File: src/design/vga_config.svh
`ifndef VGA_CONFIG_SVH
`define VGA_CONFIG_SVH

// 640x480 at one pixel tick per two clk
`define H_TOTAL     800             // ticks per line
`define V_TOTAL     525             // lines per frame

// horizontal, counted in ticks from the start of the line
`define HS_START    16              // front porch ends, hs goes low
`define HS_END      112             // 96 tick sync pulse
`define HA_START    160             // after 48 tick back porch

// vertical, counted in lines
`define VA_END      480             // active lines
`define VS_START    490
`define VS_END      492             // two line sync pulse

// framebuffer geometry
`define FB_W        640
`define FB_H        480
`define FB_DEPTH    (`FB_W * `FB_H) // one word per pixel

// scan-out fetch
`define GROUP_W     32              // pixels per group
`define FETCH_START 128             // one group ahead of HA_START

`endif

File: src/design/video_pkg.sv
`include "vga_config.svh"

package video_pkg;

    // 12-bit BGR, blue in the top nibble
    typedef struct packed {
        logic [3:0] b;
        logic [3:0] g;
        logic [3:0] r;
    } pixel_t;

    typedef logic [9:0]  h_pos_t;   // tick within the line, 0..799
    typedef logic [9:0]  v_pos_t;   // line within the frame, 0..524

    typedef logic [18:0] fb_addr_t; // word address, covers 307200 pixels

    typedef logic [4:0]  group_t;   // group number within a line, 0..19

    // row-major word address of pixel (x, y)
    function automatic fb_addr_t fb_index(input h_pos_t x, input v_pos_t y);
        fb_addr_t row_base;
        row_base = fb_addr_t'(y) * fb_addr_t'(`FB_W);
        return row_base + fb_addr_t'(x);
    endfunction

endpackage

File: src/design/vga_timing.sv
`timescale 1ns/1ns
`include "vga_config.svh"

module vga_timing (
    input  logic              clk,
    input  logic              rst,
    output logic              tick,
    output video_pkg::h_pos_t h_count,
    output video_pkg::v_pos_t v_count,
    output logic [4:0]        grp_rd_idx,
    input  video_pkg::pixel_t grp_rd_pix,
    output logic              hs,
    output logic              vs,
    output logic [3:0]        rval,
    output logic [3:0]        gval,
    output logic [3:0]        bval,
    output logic              vblank
);

    video_pkg::h_pos_t x;      // column inside the active area
    logic              active;
    logic              h_last;
    logic              v_last;
    logic              hs_on;
    logic              vs_on;

    assign x          = h_count - video_pkg::h_pos_t'(`HA_START);
    assign grp_rd_idx = x[4:0];            // HA_START is group aligned
    assign active     = (h_count >= video_pkg::h_pos_t'(`HA_START))
                     && (v_count < video_pkg::v_pos_t'(`VA_END));
    assign h_last     = (h_count == video_pkg::h_pos_t'(`H_TOTAL - 1));
    assign v_last     = (v_count == video_pkg::v_pos_t'(`V_TOTAL - 1));
    assign hs_on      = (h_count >= video_pkg::h_pos_t'(`HS_START))
                     && (h_count < video_pkg::h_pos_t'(`HS_END));
    assign vs_on      = (v_count >= video_pkg::v_pos_t'(`VS_START))
                     && (v_count < video_pkg::v_pos_t'(`VS_END));

    // divide by two, first clk out of reset is a tick
    always_ff @(posedge clk)
    begin
        if (!rst)
            tick <= 1'b1;
        else
            tick <= ~tick;
    end

    // beam position
    always_ff @(posedge clk)
    begin
        if (!rst)
        begin
            h_count <= '0;
            v_count <= '0;
        end
        else if (tick)
        begin
            if (h_last)                    // wrap line
            begin
                h_count <= '0;
                v_count <= v_last ? '0 : v_count + 1'b1;
            end
            else
                h_count <= h_count + 1'b1;
        end
    end

    // all outputs sampled from the position before the step
    always_ff @(posedge clk)
    begin
        if (!rst)
        begin
            hs     <= 1'b1;
            vs     <= 1'b1;
            rval   <= 4'd0;
            gval   <= 4'd0;
            bval   <= 4'd0;
            vblank <= 1'b0;
        end
        else if (tick)
        begin
            hs     <= ~hs_on;              // negative sync
            vs     <= ~vs_on;
            vblank <= (v_count >= video_pkg::v_pos_t'(`VA_END));
            rval   <= active ? grp_rd_pix.r : 4'd0;   // black outside active area
            gval   <= active ? grp_rd_pix.g : 4'd0;
            bval   <= active ? grp_rd_pix.b : 4'd0;
        end
    end

    // fetch window math assumes the line never overruns
    h_in_range: assert property (@(posedge clk) disable iff (!rst)
        h_count < video_pkg::h_pos_t'(`H_TOTAL));

endmodule

File: config.mk
export PLATFORM = sky130hd
export DESIGN_NAME = vga_timing
export DESIGN_NICKNAME = d
export VERILOG_FILES = /design/src/design/video_pkg.sv /design/src/design/vga_timing.sv
export VERILOG_INCLUDE_DIRS = /design/src /design/src/design
export SDC_FILE = /design/constraint.sdc
export NUM_CORES = 1
export LEC_CHECK = 0
export BUFFER_PORTS_ARGS = -buffer_cell sky130_fd_sc_hd__buf_2
export CAP_MARGIN = 20
export CELL_PAD_IN_SITES_DETAIL_PLACEMENT = 0
export CELL_PAD_IN_SITES_GLOBAL_PLACEMENT = 1
export CORE_MARGIN = 2
export CORE_UTILIZATION = 39
export CTS_CLUSTER_SIZE = 16
export DETAILED_ROUTE_END_ITERATION = 16
export GPL_TIMING_DRIVEN = 0
export HOLD_SLACK_MARGIN = 0.05
export PLACE_DENSITY_LB_ADDON = 0.3
export SLEW_MARGIN = 20
export SYNTH_ARGS = -nofsm -noshare
export SYNTH_HDL_FRONTEND = slang
export SYNTH_SLANG_ARGS = --single-unit
File: constraint.sdc
create_clock -name clk -period 4.3 [get_ports clk]
set_input_delay 0.645 -clock clk [delete_from_list [all_inputs] [get_ports clk]]
set_output_delay 0.645 -clock clk [all_outputs]
set_load 0.02 [all_outputs]
## Word level (Yosys, flattened, before mapping)

Cells that the tools add are included.

- Logic and storage cells: 33
- Input port bits: 14
- Output and inout bits: 41
- Register bits after elaboration: 36

- Equal/unequal tests: 2
- Bitwise logic cells: 3
- Multiplexer cells: 5
- $lt $le $gt $ge: 7
- Add/sub/neg operators: 3
- Reduce and logical (&&, ||, !) cells: 4

Operators by type and width:

| cell | number |
|---|---|
| adder 10 x 1 -> 10 bit (second input constant) | 2 |
| equality test 10 bit (second input constant) | 2 |
| >= comparator 10 x 9 -> 1 bit (second input constant) | 2 |
| less-than comparator 10 x 9 -> 1 bit (second input constant) | 2 |
| 2-to-1 mux 10 bit | 2 |
| 2-to-1 mux 4 bit | 3 |
| >= comparator 10 x 5 -> 1 bit (second input constant) | 1 |
| >= comparator 10 x 8 -> 1 bit (second input constant) | 1 |
| less-than comparator 10 x 7 -> 1 bit (second input constant) | 1 |
| subtractor 5 x 1 -> 5 bit (second input constant) | 1 |
| logical AND 1 bit | 3 |
| inverter 1 bit | 3 |
| AND reduction 2 bit | 1 |

## Longest topological paths before layout

- Depth after elaboration: 3
- Depth in mapped cells: 7
- Mapped depth without buffers: 6

## Worst setup path before layout

Ideal clock, no wire load.

- Path kind: register to register
- From: reg h_count[0]
- To: reg v_count[7]
- Stages on the path, launching flop included: 7
- Buffers on the path: 1
- Period minus slack after synthesis: 1.860 ns
- Setup slack: 2.440 ns
- Arrival time: 1.789 ns
- Required time: 4.229 ns
- Library setup time: 0.071 ns
- Cell sequence: dfxtp_1 ha_1 and4_1 buf_2 nand4b_4 or4b_1 a21oi_1

- Cells in the longest elaborated chain, start to end: 2

Ends and longest elaborated chain:

| item | RTL line | source |
|---|---|---|
| start, declared | vga_timing.sv:8 | `output video_pkg::h_pos_t h_count,` |
| start signal, assigned | vga_timing.sv:63 | `h_count <= h_count + 1'b1;` |
| equality test 10 bit | vga_timing.sv:31 | `` assign h_last = (h_count == video_pkg::h_pos_t'(`H_TOTAL - 1)); `` |
| AND reduction 2 bit (no line) | n/a |  |
| end signal, assigned | vga_timing.sv:60 | `v_count <= v_last ? '0 : v_count + 1'b1;` |
| end, declared | vga_timing.sv:9 | `output video_pkg::v_pos_t v_count,` |

No other way between the ends.
A chain may end at the register's enable or synchronous reset.

## Worst setup path after layout

- From: reg h_count[0]
- To: reg v_count[1]

The elaborated chain is that of the path after synthesis.

==> flow_metrics.py <==
metrics = {
    "critical_path": {
        "cp-end-kind": "register",
        "criticalPathCategory": "reg2reg",
        "arrival_ns": 2.13,
        "crit_required_ns": 4.45,
        "crit_fanout": 10,
        "crit_path_start_kind": "register",
        "startpoint": "h_count[0]$_SDFFE_PN0P_",
        "rr_startpoint": "h_count[0]$_SDFFE_PN0P_",
    },
    "detailed_routing": {
        "ant_nets": 0,
        "vias": 1505,
        "post_drt_wl_per_cell_um": 12.9,
        "via_per_inst": 4.89,
        "drc": 0,
        "drt_first_iter_violations": 83,
        "drt_wl_total_um": 3970,
        "first_pass_iters": 4,
    },
    "synth": {
        "yosysUniqueCellTypes": 41,
        "post-synth-top-area-cell": "dfxtp_1",
        "synth_area_leaders": "dfxtp_1 (42%), nor2b_1 (8.8%), a21oi_1 (5.6%)",
        "ys_seq_elements": 36,
        "synth_edf_count": 0,
        "ys.flop_type": "dfxtp_1",
        "synth_seq_area_share": 0.421,
        "synth_nets": 213,
        "netlist_area_um2": 1710,
        "synthTopCellsByCount": "dfxtp_1 (36), nor2b_1 (24), a21oi_1 (19)",
        "synth_top_area_share": 0.421,
        "async_reset_ff_frac": 0,
        "syn_area_per_cell_um2": 8.83,
        "synth.most_common_cell": "dfxtp_1",
        "syn_inst": 194,
        "ys_warn_count": 0,
    },
    "place": {
        "dp_hpwl_um": 2800,
        "dp_slack_ns": 2.29,
        "port_buffers": 54,
        "gp_congestion": 0.760,
        "dp_cells": 300,
    },
    "pwr": {
        "p_seq_frac": 0.499,
        "peakVddDrop_mv": 0.148,
        "p_sw_mw": 0.159,
        "p_clk_frac": 0.432,
        "p_per_area_nw_per_um2": 319,
        "swShare": 0.231,
        "p_comb_frac": 0.068,
        "leakagePower_nw": 0.961,
        "intPower_mw": 0.529,
        "total_power_mw": 0.688,
    },
    "global_routing": {
        "overflow": 0,
        "grt_pass1_wl_um": 6640,
        "track_usage": 0.168,
        "grt_antenna_before_repair": 0,
        "grt_pass1_vias": 1386,
        "grt_max_degree": 13,
    },
    "cts": {
        "cts_hold_buffers": 0,
        "cts_buffer_depth": 2,
        "cts_resized": 0,
        "clock-root-buffer": "clkbuf_8",
        "cts_setup_buffers": 0,
        "cts.clk_slew.worst_paths_ns": 0.07,
        "h-tree-depth": 2,
        "clkSinkCount": 36,
        "cts_tree": "done",
        "cts_buffers": 5,
        "clkLatencyLatePin_ns": 0.29,
    },
    "sta": {
        "min_period_over_period": 0.460,
        "period_needed_ns": 1.98,
        "slew_headroom": 0.606,
        "rsz0062_at_grt": "no",
        "setup_violations": 0,
        "clock.fmax_mhz": 505,
        "final_hold_viol_count": 0,
        "tns_ns": 0,
        "tightest_slew_ns": 0.588,
        "maxSlewViolCount": 0,
        "skew_ns": 0.00435,
        "fin_ws_ns": 2.32,
        "timing.hold.ws_ns": 0.481,
    },
    "outcome": {
        "outcome": "complete, no violations",
    },
    "job": {
        "cap_violations": 0,
    },
    "floorplan": {
        "core_area_um2": 4290,
        "die_h_um": 70.3,
        "num_io_pins": 55,
        "dieWidth_um": 70.3,
        "placementRows": 24,
        "start_util": 0.399,
        "die_area_um2": 4940,
    },
    "cells_and_area": {
        "syn_to_final_growth_pct": 26.1,
        "drive_gt1_frac": 0.293,
        "n_fill_cell": 440,
        "final_cells": 308,
        "nets": 274,
        "antenna_cells": 0,
    },
    "min_path": {
        "hold_class": "reg2reg",
        "min-delay-start": "hs$_SDFFE_PN1P_",
    },
}
final timing paths:
check                                  to  slack, ns  depth (start not counted)
setup / recovery  v_count[1]$_SDFFE_PN0P_       2.32                          7
hold / removal            hs$_SDFFE_PN1P_       0.48                          2
setup reg to reg  v_count[1]$_SDFFE_PN0P_       2.32                          7
hold reg to reg           hs$_SDFFE_PN1P_       0.48                          2
critical path, cell delays in order, from the launching register on:
cell	delay [ns]
dfxtp_1	0.45
ha_1	0.20
and4_1	0.19
buf_2	0.19
nand4b_4	0.18
nand2_1	0.14
clkbuf_1	0.38
a22oi_1	0.12
through the flow:
stage               cell area (um^2)   util
floorplan                       1710      -
global route                    2160  0.503
global placement                2050  0.477
detailed placement              2050  0.477
finish                          2160  0.503
CTS                             2160  0.503
layout make-up:
class	count	area, um^2	share of cell area
Timing Repair Buffer	54	270	0.125
Clock buffer	5	68.8	0.0319
Inverter	6	22.5	0.0104
Clock inverter	3	42.5	0.0197
Tap cell	52	65.1	0.0301
Buffer	16	100	0.0463
Sequential cell	36	721	0.334
Multi-Input combinational cell	136	870	0.403
cells in the final DEF, fill, tap and decap left out, drive strengths merged, types with 2 or more instances in the layout:
cell type / count
nand3: 6
nand2: 11
xor2: 3
a21oi: 19
buf: 65
nor3: 3
ha: 5
nor4b: 2
and4: 3
clkbuf: 10
xnor2: 6
nor2b: 24
nand4: 7
nor2: 14
or3: 5
inv: 6
o31ai: 2
a22oi: 2
o21ai: 7
dfxtp: 36
state kept, by name (all words and copies together), names as in the netlist:
signal,flops
vs,1
bval,4
hs,1
v_count,10
tick,1
gval,4
h_count,10
rval,4
vblank,1
power by group through the flow:
stage / clock (mW) / combinational (mW) / sequential [mW]
2_1_floorplan: 0 / 0.0250 / 0.355
5_1_grt: 0.319 / 0.0523 / 0.345
4_1_cts: 0.306 / 0.0479 / 0.344
6_report: 0.297 / 0.0470 / 0.344
3_5_place_dp: 0 / 0.0478 / 0.351
3_3_place_gp: 0 / 0.0472 / 0.351
kinds of logic after synthesis:
kind of cell | synth area share
AO/OA/AOI/OAI | 0.123
multiplexers | 0.00584
AND/OR/NAND/NOR | 0.297
adder cells (fa/ha/maj) | 0.0365
buffers and inverters | 0.0716
XOR/XNOR | 0.0460
flip-flops | 0.421
per-layer routing:
layer	global-route usage	routed length (um)
met1	0.232	1960
met2	0.255	1760
met3	0.0447	198
met4	0.0577	57
met5	0	0
Power figures use the tool's default switching activity.
