### config.mk
export PLATFORM = sky130hd
export DESIGN_NAME = axil_fb_port
export DESIGN_NICKNAME = d
export VERILOG_FILES = /design/src/design/bus_pkg.sv /design/src/design/video_pkg.sv /design/src/design/axil_fb_port.sv
export VERILOG_INCLUDE_DIRS = /design/src /design/src/design
export SDC_FILE = /design/constraint.sdc
export NUM_CORES = 1
export LEC_CHECK = 0
export BUFFER_PORTS_ARGS = -buffer_cell sky130_fd_sc_hd__buf_2
export CAP_MARGIN = 20
export CORE_MARGIN = 8
export CORE_UTILIZATION = 44
export DETAILED_ROUTE_END_ITERATION = 12
export GPL_TIMING_DRIVEN = 1
export PLACE_DENSITY = 0.76
export SLEW_MARGIN = 20
export SYNTH_ARGS = -nofsm -noshare
export SYNTH_HDL_FRONTEND = slang
export SYNTH_SLANG_ARGS = --single-unit
export TNS_END_PERCENT = 30
### constraint.sdc
create_clock -name clk -period 2.8 [get_ports clk]
set_input_delay 0.42 -clock clk [delete_from_list [all_inputs] [get_ports clk]]
set_output_delay 0.42 -clock clk [all_outputs]
set_load 0.02 [all_outputs]
### src/design/vga_config.svh
`ifndef VGA_CONFIG_SVH
`define VGA_CONFIG_SVH

// 640x480 at one pixel tick per two clk
`define H_TOTAL     800             // ticks per line
`define V_TOTAL     525             // lines per frame

// horizontal, counted in ticks from the start of the line
`define HS_START    16              // front porch ends, hs goes low
`define HS_END      112             // 96 tick sync pulse
`define HA_START    160             // after 48 tick back porch

// vertical, counted in lines
`define VA_END      480             // active lines
`define VS_START    490
`define VS_END      492             // two line sync pulse

// framebuffer geometry
`define FB_W        640
`define FB_H        480
`define FB_DEPTH    (`FB_W * `FB_H) // one word per pixel

// scan-out fetch
`define GROUP_W     32              // pixels per group
`define FETCH_START 128             // one group ahead of HA_START

`endif

### src/design/bus_pkg.sv
package bus_pkg;

    // AXI4-Lite response codes, only the two we ever send
    typedef enum logic [1:0] {
        RESP_OKAY   = 2'b00,
        RESP_SLVERR = 2'b10    // address past the framebuffer
    } axi_resp_t;

    // who owns the RAM port this cycle
    typedef enum logic [1:0] {
        GNT_NONE  = 2'b00,
        GNT_FETCH = 2'b01,     // scan-out, always first
        GNT_HOST  = 2'b10
    } grant_t;

endpackage

### src/design/video_pkg.sv
`include "vga_config.svh"

package video_pkg;

    // 12-bit BGR, blue in the top nibble
    typedef struct packed {
        logic [3:0] b;
        logic [3:0] g;
        logic [3:0] r;
    } pixel_t;

    typedef logic [9:0]  h_pos_t;   // tick within the line, 0..799
    typedef logic [9:0]  v_pos_t;   // line within the frame, 0..524

    typedef logic [18:0] fb_addr_t; // word address, covers 307200 pixels

    typedef logic [4:0]  group_t;   // group number within a line, 0..19

    // row-major word address of pixel (x, y)
    function automatic fb_addr_t fb_index(input h_pos_t x, input v_pos_t y);
        fb_addr_t row_base;
        row_base = fb_addr_t'(y) * fb_addr_t'(`FB_W);
        return row_base + fb_addr_t'(x);
    endfunction

endpackage

### src/design/axil_fb_port.sv
`timescale 1ns/1ns
`include "vga_config.svh"

module axil_fb_port (
    input  logic                clk,
    input  logic                rst,
    input  logic                awvalid,
    output logic                awready,
    input  logic [31:0]         awaddr,
    input  logic                wvalid,
    output logic                wready,
    input  logic [31:0]         wdata,
    input  logic [3:0]          wstrb,      // not applied, a pixel is one whole word
    output logic                bvalid,
    input  logic                bready,
    output bus_pkg::axi_resp_t  bresp,
    input  logic                arvalid,
    output logic                arready,
    input  logic [31:0]         araddr,
    output logic                rvalid,
    input  logic                rready,
    output logic [31:0]         rdata,
    output bus_pkg::axi_resp_t  rresp,
    output logic                host_req,
    output logic                host_we,
    output video_pkg::fb_addr_t host_addr,
    output video_pkg::pixel_t   host_wdata,
    input  logic                host_ack,
    input  video_pkg::pixel_t   host_rdata
);

    typedef enum logic [1:0] {ST_IDLE, ST_REQ, ST_RESP} state_t;

    state_t      state;
    logic        aw_got;        // write address captured
    logic        w_got;         // write data captured
    logic [29:0] aw_word;       // byte address / 4
    logic        wr_ok;
    logic        rd_ok;

    // range checks on word addresses
    assign wr_ok = aw_word < 30'(`FB_DEPTH);
    assign rd_ok = araddr[31:2] < 30'(`FB_DEPTH);

    assign awready = (state == ST_IDLE) && !aw_got;
    assign wready  = (state == ST_IDLE) && !w_got;
    // a pending or half-captured write keeps reads out
    assign arready = (state == ST_IDLE) && !aw_got && !w_got && !awvalid && !wvalid;

    always_ff @(posedge clk)
    begin
        if (!rst)
        begin
            state    <= ST_IDLE;
            aw_got   <= 1'b0;
            w_got    <= 1'b0;
            host_req <= 1'b0;
            host_we  <= 1'b0;
            bvalid   <= 1'b0;
            rvalid   <= 1'b0;
        end
        else
        begin
            case (state)
                ST_IDLE:
                begin
                    if (awvalid && awready)
                    begin
                        aw_got  <= 1'b1;
                        aw_word <= awaddr[31:2];
                    end
                    if (wvalid && wready)
                    begin
                        w_got      <= 1'b1;
                        host_wdata <= video_pkg::pixel_t'(wdata[11:0]); // upper bits dropped
                    end
                    if (aw_got && w_got)                    // both halves in, launch write
                    begin
                        aw_got <= 1'b0;
                        w_got  <= 1'b0;
                        if (wr_ok)
                        begin
                            host_req  <= 1'b1;
                            host_we   <= 1'b1;
                            host_addr <= aw_word[18:0];
                            state     <= ST_REQ;
                        end
                        else
                        begin
                            bvalid <= 1'b1;                 // no RAM access at all
                            bresp  <= bus_pkg::RESP_SLVERR;
                            state  <= ST_RESP;
                        end
                    end
                    else if (arvalid && arready)
                    begin
                        if (rd_ok)
                        begin
                            host_req  <= 1'b1;
                            host_we   <= 1'b0;
                            host_addr <= araddr[20:2];
                            state     <= ST_REQ;
                        end
                        else
                        begin
                            rvalid <= 1'b1;
                            rdata  <= 32'd0;
                            rresp  <= bus_pkg::RESP_SLVERR;
                            state  <= ST_RESP;
                        end
                    end
                end
                ST_REQ:
                begin
                    if (host_ack)                           // may wait behind the fetcher
                    begin
                        host_req <= 1'b0;
                        if (host_we)
                        begin
                            bvalid <= 1'b1;
                            bresp  <= bus_pkg::RESP_OKAY;
                        end
                        else
                        begin
                            rvalid <= 1'b1;
                            rdata  <= {20'd0, host_rdata};  // zero-extend
                            rresp  <= bus_pkg::RESP_OKAY;
                        end
                        state <= ST_RESP;
                    end
                end
                ST_RESP:
                begin
                    // hold the response until the master takes it
                    if ((bvalid && bready) || (rvalid && rready))
                    begin
                        bvalid <= 1'b0;
                        rvalid <= 1'b0;
                        state  <= ST_IDLE;
                    end
                end
                default: state <= ST_IDLE;
            endcase
        end
    end

    // a waiting request must not move until the arbiter takes it
    req_held: assert property (@(posedge clk) disable iff (!rst)
        host_req && !host_ack |=> host_req && $stable(host_addr) && $stable(host_we)
                                 && $stable(host_wdata));

endmodule

; Word level (Yosys, flattened, before mapping)
; Cells that the tools add are included.
[totals]
register_bits = 105
inputBits = 120
[classes]
reduce_logical = 35
mux = 53
eq_ne = 15
order_cmp = 2
[ops]
columns = cell, n
row1 = 32-bit 2-to-1 mux, 5
row2 = 19-bit 2-to-1 mux, 4
row3 = 32-bit one-hot mux with 2 select lines, 1
row4 = "30-bit by 19-bit < comparator with 1-bit output, second input constant", 2
row5 = 2-bit 2-to-1 mux, 15
row6 = 1-bit 2-to-1 mux, 22
row7 = "2-bit != test, second input constant", 8
row8 = 7-bit AND reduction, 2
row9 = 6-bit AND reduction, 2
row10 = 1-bit logical AND, 11
row11 = 5-bit AND reduction, 2
row12 = 2-bit nonzero test, 5
row13 = 3-bit AND reduction, 3
row14 = 2-bit one-hot mux with 2 select lines, 2
row15 = 1-bit one-hot mux with 3 select lines, 2
row16 = 2-bit one-hot mux with 3 select lines, 1
row17 = 1-bit zero test, 4
row18 = "2-bit by 1-bit != test with 1-bit output, second input constant", 2
row19 = 2-bit AND reduction, 2
row20 = 4-bit AND reduction, 1
row21 = "3-bit by 1-bit != test with 1-bit output, second input constant", 1
row22 = "3-bit by 2-bit != test with 1-bit output, second input constant", 1
row23 = "3-bit != test, second input constant", 1
row24 = 3-bit nonzero test, 1
row25 = other kinds (5), 5

; Longest topological paths before layout
; Gate-level depths: netlist of run 1.
[depth]
word_depth = 9
depth_mapped = 5

; Worst setup path after synthesis of run 1
; OpenSTA, ideal clock, no wires.
[synth_timing]
path_kind = reg-to-reg
start = reg w_got
end = reg rdata[0], enable pin
path_stages_with_launch = 5
path_slack_ns = 0.244
n_path_buf = 0
arrival_time_ns = 2.152
required_time_ns = 2.396
period_less_slack_ns = 2.556
setup_ns = 0.404
cell_sequence = dfxtp_1 > nor3_2 > and4b_1 > o21ai_0 > a211oi_1
[synth_via]
elab_chain_cells = 7
[synth_lines]
columns = item, line
row1 = start: declaration, axil_fb_port.sv:36  ; logic w_got;
row2 = start signal: assignment, axil_fb_port.sv:56  ; w_got <= 1'b0;
row3 = start signal: assignment, axil_fb_port.sv:74  ; w_got <= 1'b1;
row4 = start signal: assignment, axil_fb_port.sv:80  ; w_got <= 1'b0;
row5 = 1-bit zero test, axil_fb_port.sv:48  ; assign arready = (state == ST_IDLE) && !aw_got && !w_got && !awvalid && !wvalid;
row6 = 1-bit logical AND (3 in a row), axil_fb_port.sv:48
row7 = 1-bit logical AND, axil_fb_port.sv:95  ; else if (arvalid && arready)
row8 = 2-bit by 1-bit != test with 1-bit output (no source line), --
row9 = 7-bit AND reduction (no source line) (*), --
row10 = end signal: assignment, axil_fb_port.sv:126  ; rdata <= {20'd0, host_rdata};
row11 = end: declaration, axil_fb_port.sv:22  ; output logic [31:0] rdata,
; Every way passes the cells marked *; elsewhere a longest branch is shown, timed or not.
; A chain may end at the register's enable or synchronous reset.

; Worst setup path after layout of run 1
[layout_timing]
start = reg aw_word[28]
end = reg host_addr[15], enable pin
[layout_via]
elab_chain_cells = 3
[layout_lines]
columns = item, line
row1 = start: declaration, axil_fb_port.sv:37  ; logic [29:0] aw_word;
row2 = start signal: assignment, axil_fb_port.sv:70  ; aw_word <= awaddr[31:2];
row3 = 30-bit by 19-bit < comparator with 1-bit output, axil_fb_port.sv:42  ; assign wr_ok = aw_word < 30'(`FB_DEPTH);
row4 = 2-bit != test (no source line), --
row5 = 5-bit AND reduction (no source line), --
row6 = end signal: assignment, axil_fb_port.sv:85  ; host_addr <= aw_word[18:0];
row7 = end signal: assignment, axil_fb_port.sv:101  ; host_addr <= araddr[20:2];
row8 = end: declaration, axil_fb_port.sv:26  ; output video_pkg::fb_addr_t host_addr,
; Every way passes these cells.

==> results_dict.tcl, run 1 <==
set metrics [dict create \
    maxSlewViolCount 0 \
    cp.arrival_ns 2.11 \
    synth_edf_count 75 \
    ctsResizeCount 0 \
    htree_levels 3 \
    pin_count 194 \
    die_w_um 103.1 \
    die_area_mm2 0.01064 \
    synth_area_leaders "edfxtp_1 67%, mux2_2 6.4%, buf_4 4.9%" \
    async_flop_share 0 \
    grt_pass1_vias 2214 \
    grt_max_degree 31 \
    synth_cell_type_count 40 \
    synth-main-ff-cell "edfxtp_1" \
    cts_inserted_buffers 9 \
    die_y_um 103.1 \
    synth_area_mm2 0.003341 \
    fin_ws_ns 0.7360 \
    maxSlewHeadroom 0.6450 \
    worst_pin_slew_ns 0.5324 \
    drt_wl_total_mm 7.367 \
    cts_tree "done" \
    nets 484 \
    drv_cap 0 \
    diodes 0 \
    ys_warn_count 0 \
    required_ns 2.85 \
    final_common_cell "buf_2" \
    viasPerCell 4.660 \
    synth_top_area_cell "edfxtp_1" \
    fin_area_mm2 0.004304 \
    crit_buf_inv 1 \
    synth_cells 211 \
    cts.path.max_buffers 2 \
    place.detailed.hpwl_mm 5.858 \
    vias 2181 \
    fin_tns_setup_ns 0 \
    cts_root_buf "clkbuf_8" \
    core_mm2 0.007292 \
    start_kind "flop" \
    start_util 0.4581 \
    critPathKind "flop to flop" \
    max_stage_delay_ns 0.56 \
    finClkSkew_ns 0.006532 \
    min_period_over_period 0.7371 \
    cts_hold_buf 0 \
    ir_drop_v 0.0003681 \
    syn2layout_area_growth_pct 28.84 \
    setup_viol 0 \
    port_buffers 143 \
    stdcell_count 468 \
    dp_slack_ns 0.7043 \
    ys_seq_elements 83 \
    rows 31 \
    fmax_ghz 0.4845 \
    synth_top_cell_area_share 0.6742 \
    hp-class "input port to flop" \
    track_usage 0.1372 \
    first_iter_violations 91 \
    first_pass_iters 4 \
    postCtsSetupBuffers 0 \
    drive_above_1_share 0.5257 \
    hold_viol 0 \
    fin_crit_ns 2.064 \
    end_kind "flop" \
    wire_per_inst_um 15.74 \
    mostFrequentLayoutCells "143 x buf_2, 75 x edfxtp_1, 22 x conb_1, 19 x mux2_2, 12 x and2_1" \
    status "complete, no violations" \
    avgSynthCellArea_um2 15.83 \
    insertion_delay_ns 0.34 \
    gp_congestion 0.7659 \
    yosysSeqAreaShare 0.7221 \
    crit_family "simple AND/OR/NAND/NOR gates" \
    cts_sinks 83 \
    cellPowerDensity_mw_per_mm2 575.7 \
    path_clk_slew_ns 0.08 \
    ant_nets 0 \
    cp_max_fo 11 \
    overflow 0 \
    crit_chain "or4_4, nor4_4, and3_2, o21a_1, buf_4" \
    p_leak_nw 1.802 \
    drc_errors 0 \
    antenna_found_initial 0 \
    placed_area_mm2 0.004116 \
    post-route-util 0.5903 \
    dp_cells 452 \
    crit_path_top_delay_cell "or4_4" \
    grt_pass1_wl_mm 10.78 \
    rsz0062_at_grt "no" \
]
[report_power, final]
group	switching [mW]	internal (mW)	total (mW)
Sequential	0.0219	1.40	1.43
Clock	0.424	0.374	0.798
Combinational	0.146	0.107	0.254
[flip-flops by register name, indices dropped and copies added (netlist names), 2 cells and up]
register    cells
aw_word        30
rdata          12
state           2
host_addr      19
host_wdata     12
[stage by stage]
stage / power [mW] / hold WS [ns]
floorplan: 1.621 / 0.4747
global placement: 1.702 / 0.4798
detailed placement: 1.711 / 0.4784
CTS: 2.508 / 0.2240
global route: 2.584 / 0.2138
finish: 2.478 / 0.2423
[metal layers]
metal / global-route usage / up-vias / share of wire
met5: 0 / - / 0
met4: 0.05673 / 0 / 0.011
met3: 0.06550 / 10 / 0.12
met2: 0.2342 / 104 / 0.51
met1: 0.1414 / 1012 / 0.36
li1: - / 1055 / -
[cells in the mapped netlist, types with 2 or more instances]
| cell type | instances |
|---|---|
| nor2b_1 | 3 |
| edfxtp_1 | 75 |
| mux2_2 | 19 |
| nor2_1 | 6 |
| o31ai_1 | 3 |
| buf_2 | 4 |
| inv_1 | 5 |
| a21oi_1 | 5 |
| and2_1 | 12 |
| clkbuf_1 | 2 |
| nor4_1 | 2 |
| or4_4 | 2 |
| buf_4 | 22 |
| nand2_1 | 5 |
| nand3_1 | 5 |
| a211oi_1 | 3 |
| and3_1 | 3 |
| dfxtp_1 | 8 |
| nor3_1 | 4 |
| o21ai_0 | 3 |
[cell type report]
type                    instances  area (um^2)
fillers                       630         2988
flip-flops and latches         83         2412
multi-input cells             116        800.8
repair buffers                149        760.7
clock buffers                  11        151.4
well taps                      99        123.9
clock inverters                 5        36.28
inverters                       5        18.77
[final timing paths]
| kind | startpoint | end | slack [ns] | cells after the start |
|---|---|---|---|---|
| hold reg to reg | bvalid$_SDFFE_PN0P_ | bvalid$_SDFFE_PN0P_ | 0.49 | 2 |
| hold / removal | wdata[3] | host_wdata[3]$_DFFE_PP_ | 0.24 | 1 |
| setup reg to reg | aw_word[28]$_DFFE_PP_ | host_addr[15]$_DFFE_PP_ | 0.74 | 5 |
| setup / recovery | aw_word[28]$_DFFE_PP_ | host_addr[15]$_DFFE_PP_ | 0.74 | 5 |
[cells by family (layout without fill, tap and decap cells)]
| logic type | after synthesis | after routing | synth area share |
|---|---|---|---|
| other | 1 | 22 | 0.001123 |
| AO/OA/AOI/OAI | 25 | 25 | 0.05281 |
| AND/OR/NAND/NOR | 50 | 50 | 0.09663 |
| buffers and inverters | 33 | 170 | 0.06330 |
| flip-flops | 83 | 83 | 0.7221 |
| multiplexers | 19 | 19 | 0.06405 |
(Power assumes the default switching activity.)
==> run 2: changes to the inputs <==
--- a/config.mk
+++ b/config.mk
@@ -9,10 +9,10 @@
 export BUFFER_PORTS_ARGS = -buffer_cell sky130_fd_sc_hd__buf_2
 export CAP_MARGIN = 20
 export CORE_MARGIN = 8
-export CORE_UTILIZATION = 44
+export CORE_UTILIZATION = 39
 export DETAILED_ROUTE_END_ITERATION = 12
 export GPL_TIMING_DRIVEN = 1
-export PLACE_DENSITY = 0.76
+export PLACE_DENSITY = 0.71
 export SLEW_MARGIN = 20
 export SYNTH_ARGS = -nofsm -noshare
 export SYNTH_HDL_FRONTEND = slang
==> constraint.sdc (replaced) <==
create_clock -name clk -period 1.85 [get_ports clk]
set_input_delay 0.2775 -clock clk [delete_from_list [all_inputs] [get_ports clk]]
set_output_delay 0.2775 -clock clk [all_outputs]
set_load 0.02 [all_outputs]
==> run 2 against run 1 <==
  * The run now ends with setup timing left
  * Cell count increased by 2.8%
  * Cell area up 3.3%
  * Setup slack worse by 0.78 ns
  * Critical path depth stayed put
  * Clock power increased by 45%
  * Critical endpoint is now host_addr[5]$_DFFE_PP_
==> results_dict.tcl, run 2 (synthesis results as in run 1) <==
set metrics [dict create \
    core_mm2 0.008258 \
    hold_viol 0 \
    place.detailed.hpwl_mm 6.281 \
    required_ns 1.91 \
    ff_latch_area_mm2 0.002415 \
    die_w_um 108.6 \
    violations "setup timing" \
    hp-class "input port to flop" \
    cts.path.max_buffers 2 \
    ant_nets 0 \
    rsz0062_at_grt "yes" \
    maxSlewHeadroom 0.6285 \
    fin_crit_ns 1.891 \
    maxSlewViolCount 0 \
    min_from "awaddr[30]" \
    mostFrequentLayoutCells "143 x buf_2, 75 x edfxtp_1, 22 x conb_1, 19 x mux2_2, 12 x and2_1" \
    status "finished, violations left" \
    largestRegisters "aw_word (30), host_addr (19)" \
    vias 2220 \
    fin_tns_setup_ns -0.6697 \
    grt_pass1_wl_mm 12.08 \
    port_buffers 143 \
    nets 491 \
    worst_pin_slew_ns 0.5523 \
    p_leak_nw 1.842 \
    first_pass_iters 4 \
    p_sw_frac 0.2520 \
    placed_area_mm2 0.004212 \
    combPwrFrac 0.112 \
    htree_levels 3 \
    grt_max_degree 31 \
    min_period_over_period 1.022 \
    cts_sinks 83 \
    r2r_start "aw_word[26]$_DFFE_PP_" \
    pin_count 194 \
    rows 33 \
    diodes 0 \
    insertion_delay_ns 0.35 \
    finClkSkew_ns 0.009082 \
    rr_worst_depth 5 \
    gp_congestion 0.7890 \
    setup_viol 19 \
    cp_max_fo 9 \
    viasPerCell 4.615 \
    fill_cells 713 \
    reg2reg_slack_ns -0.04 \
    start_util 0.4045 \
    p_switching_mw 0.9424 \
    clock_power_share 0.311 \
    cts_inserted_buffers 9 \
    die_area_mm2 0.01178 \
    dp_cells 463 \
    critPathKind "flop to flop" \
    fin_area_mm2 0.004447 \
    end_kind "flop" \
    start_kind "flop" \
    fin_ws_ns -0.04051 \
    regMostFlops "aw_word" \
    ir_drop_v 0.0004111 \
    die_y_um 108.6 \
    track_usage 0.1335 \
    drv_cap 0 \
    grt_pass1_vias 2458 \
    antenna_found_initial 0 \
    drive_above_1_share 0.5505 \
    largest_reg_flops 30 \
    stdcell_count 481 \
    cp.arrival_ns 1.96 \
    drt_wl_total_mm 7.939 \
    multi_input_area_um2 854.6 \
    r2r_end "host_addr[5]$_DFFE_PP_" \
    cellPowerDensity_mw_per_mm2 841.1 \
    overflow 0 \
    syn2layout_area_growth_pct 33.11 \
    cts_root_buf "clkbuf_8" \
    min_path_cells 1 \
    p_int_mw 2.798 \
    whs_ns 0.09927 \
    final_common_cell "buf_2" \
    first_iter_violations 87 \
    drc_errors 0 \
    hold_end "aw_word[28]$_DFFE_PP_" \
    wire_per_inst_um 16.51 \
    seqPwrFrac 0.576 \
    cts_tree "done" \
    dp_slack_ns -0.1425 \
    path_clk_slew_ns 0.09 \
    fmax_ghz 0.5290 \
]
## run 2: worst max-delay path by stage
| stage | startpoint | to | slack, ns | depth (start not counted) |
|---|---|---|---|---|
| detailed placement | aw_word[26]$_DFFE_PP_ | host_addr[14]$_DFFE_PP_ | -0.14 | 4 |
| global route | aw_word[26]$_DFFE_PP_ | host_addr[6]$_DFFE_PP_ | -0.10 | 5 |
| floorplan | state[0]$_SDFFE_PN0P_ | rdata[0]$_SDFFCE_PN0P_ | -0.04 | 4 |
| finish | aw_word[26]$_DFFE_PP_ | host_addr[5]$_DFFE_PP_ | -0.04 | 5 |
| global placement | aw_word[28]$_DFFE_PP_ | host_addr[2]$_DFFE_PP_ | -0.1 | 4 |
| CTS | aw_word[26]$_DFFE_PP_ | host_addr[5]$_DFFE_PP_ | -0.06 | 5 |
## run 2: cell type report
class,instances,share of cell area
multi-input cells,116,0.1922
inverters,5,0.004221
flip-flops and latches,83,0.5431
repair buffers,156,0.1913
well taps,105,0.02954
clock inverters,7,0.01182
clock buffers,9,0.02786
## run 2: power groups by stage
stage / registers, mW / logic [mW] / clock network [mW]
floorplan: 2.23 / 0.231 / 0
global placement: 2.20 / 0.407 / 0
detailed placement: 2.20 / 0.417 / 0
CTS: 2.16 / 0.420 / 1.22
global route: 2.16 / 0.460 / 1.28
finish: 2.16 / 0.419 / 1.16
## run 2: metrics by stage
stage / power, mW / util
3_5_place_dp: 2.617 / 0.5100
2_1_floorplan: 2.464 / -
4_1_cts: 3.793 / 0.5377
5_1_grt: 3.906 / 0.5385
6_report: 3.740 / 0.5385
3_3_place_gp: 2.603 / 0.5100
## run 2: layer usage
metal / track usage / routed length [um]
met1: 0.1520 / 3253
met2: 0.2136 / 3589
met3: 0.06960 / 1021
met4: 0.04106 / 76
met5: 0 / 0
## run 2: timing repair
item / CTS / global route
setup endpoints to repair: 19 / 20
gates resized for setup: 2 / 1
hold buffers: 0 / 0
pin swaps: 0 / 1
buffers inserted: 2 / 0
## run 2: worst max-delay path, stage by stage, from the launching register on
cell and delay, ns:
edfxtp_1 0.38, or4_4 0.56, nor4_4 0.16, and3_4 0.23, o21a_4 0.15, buf_12 0.13
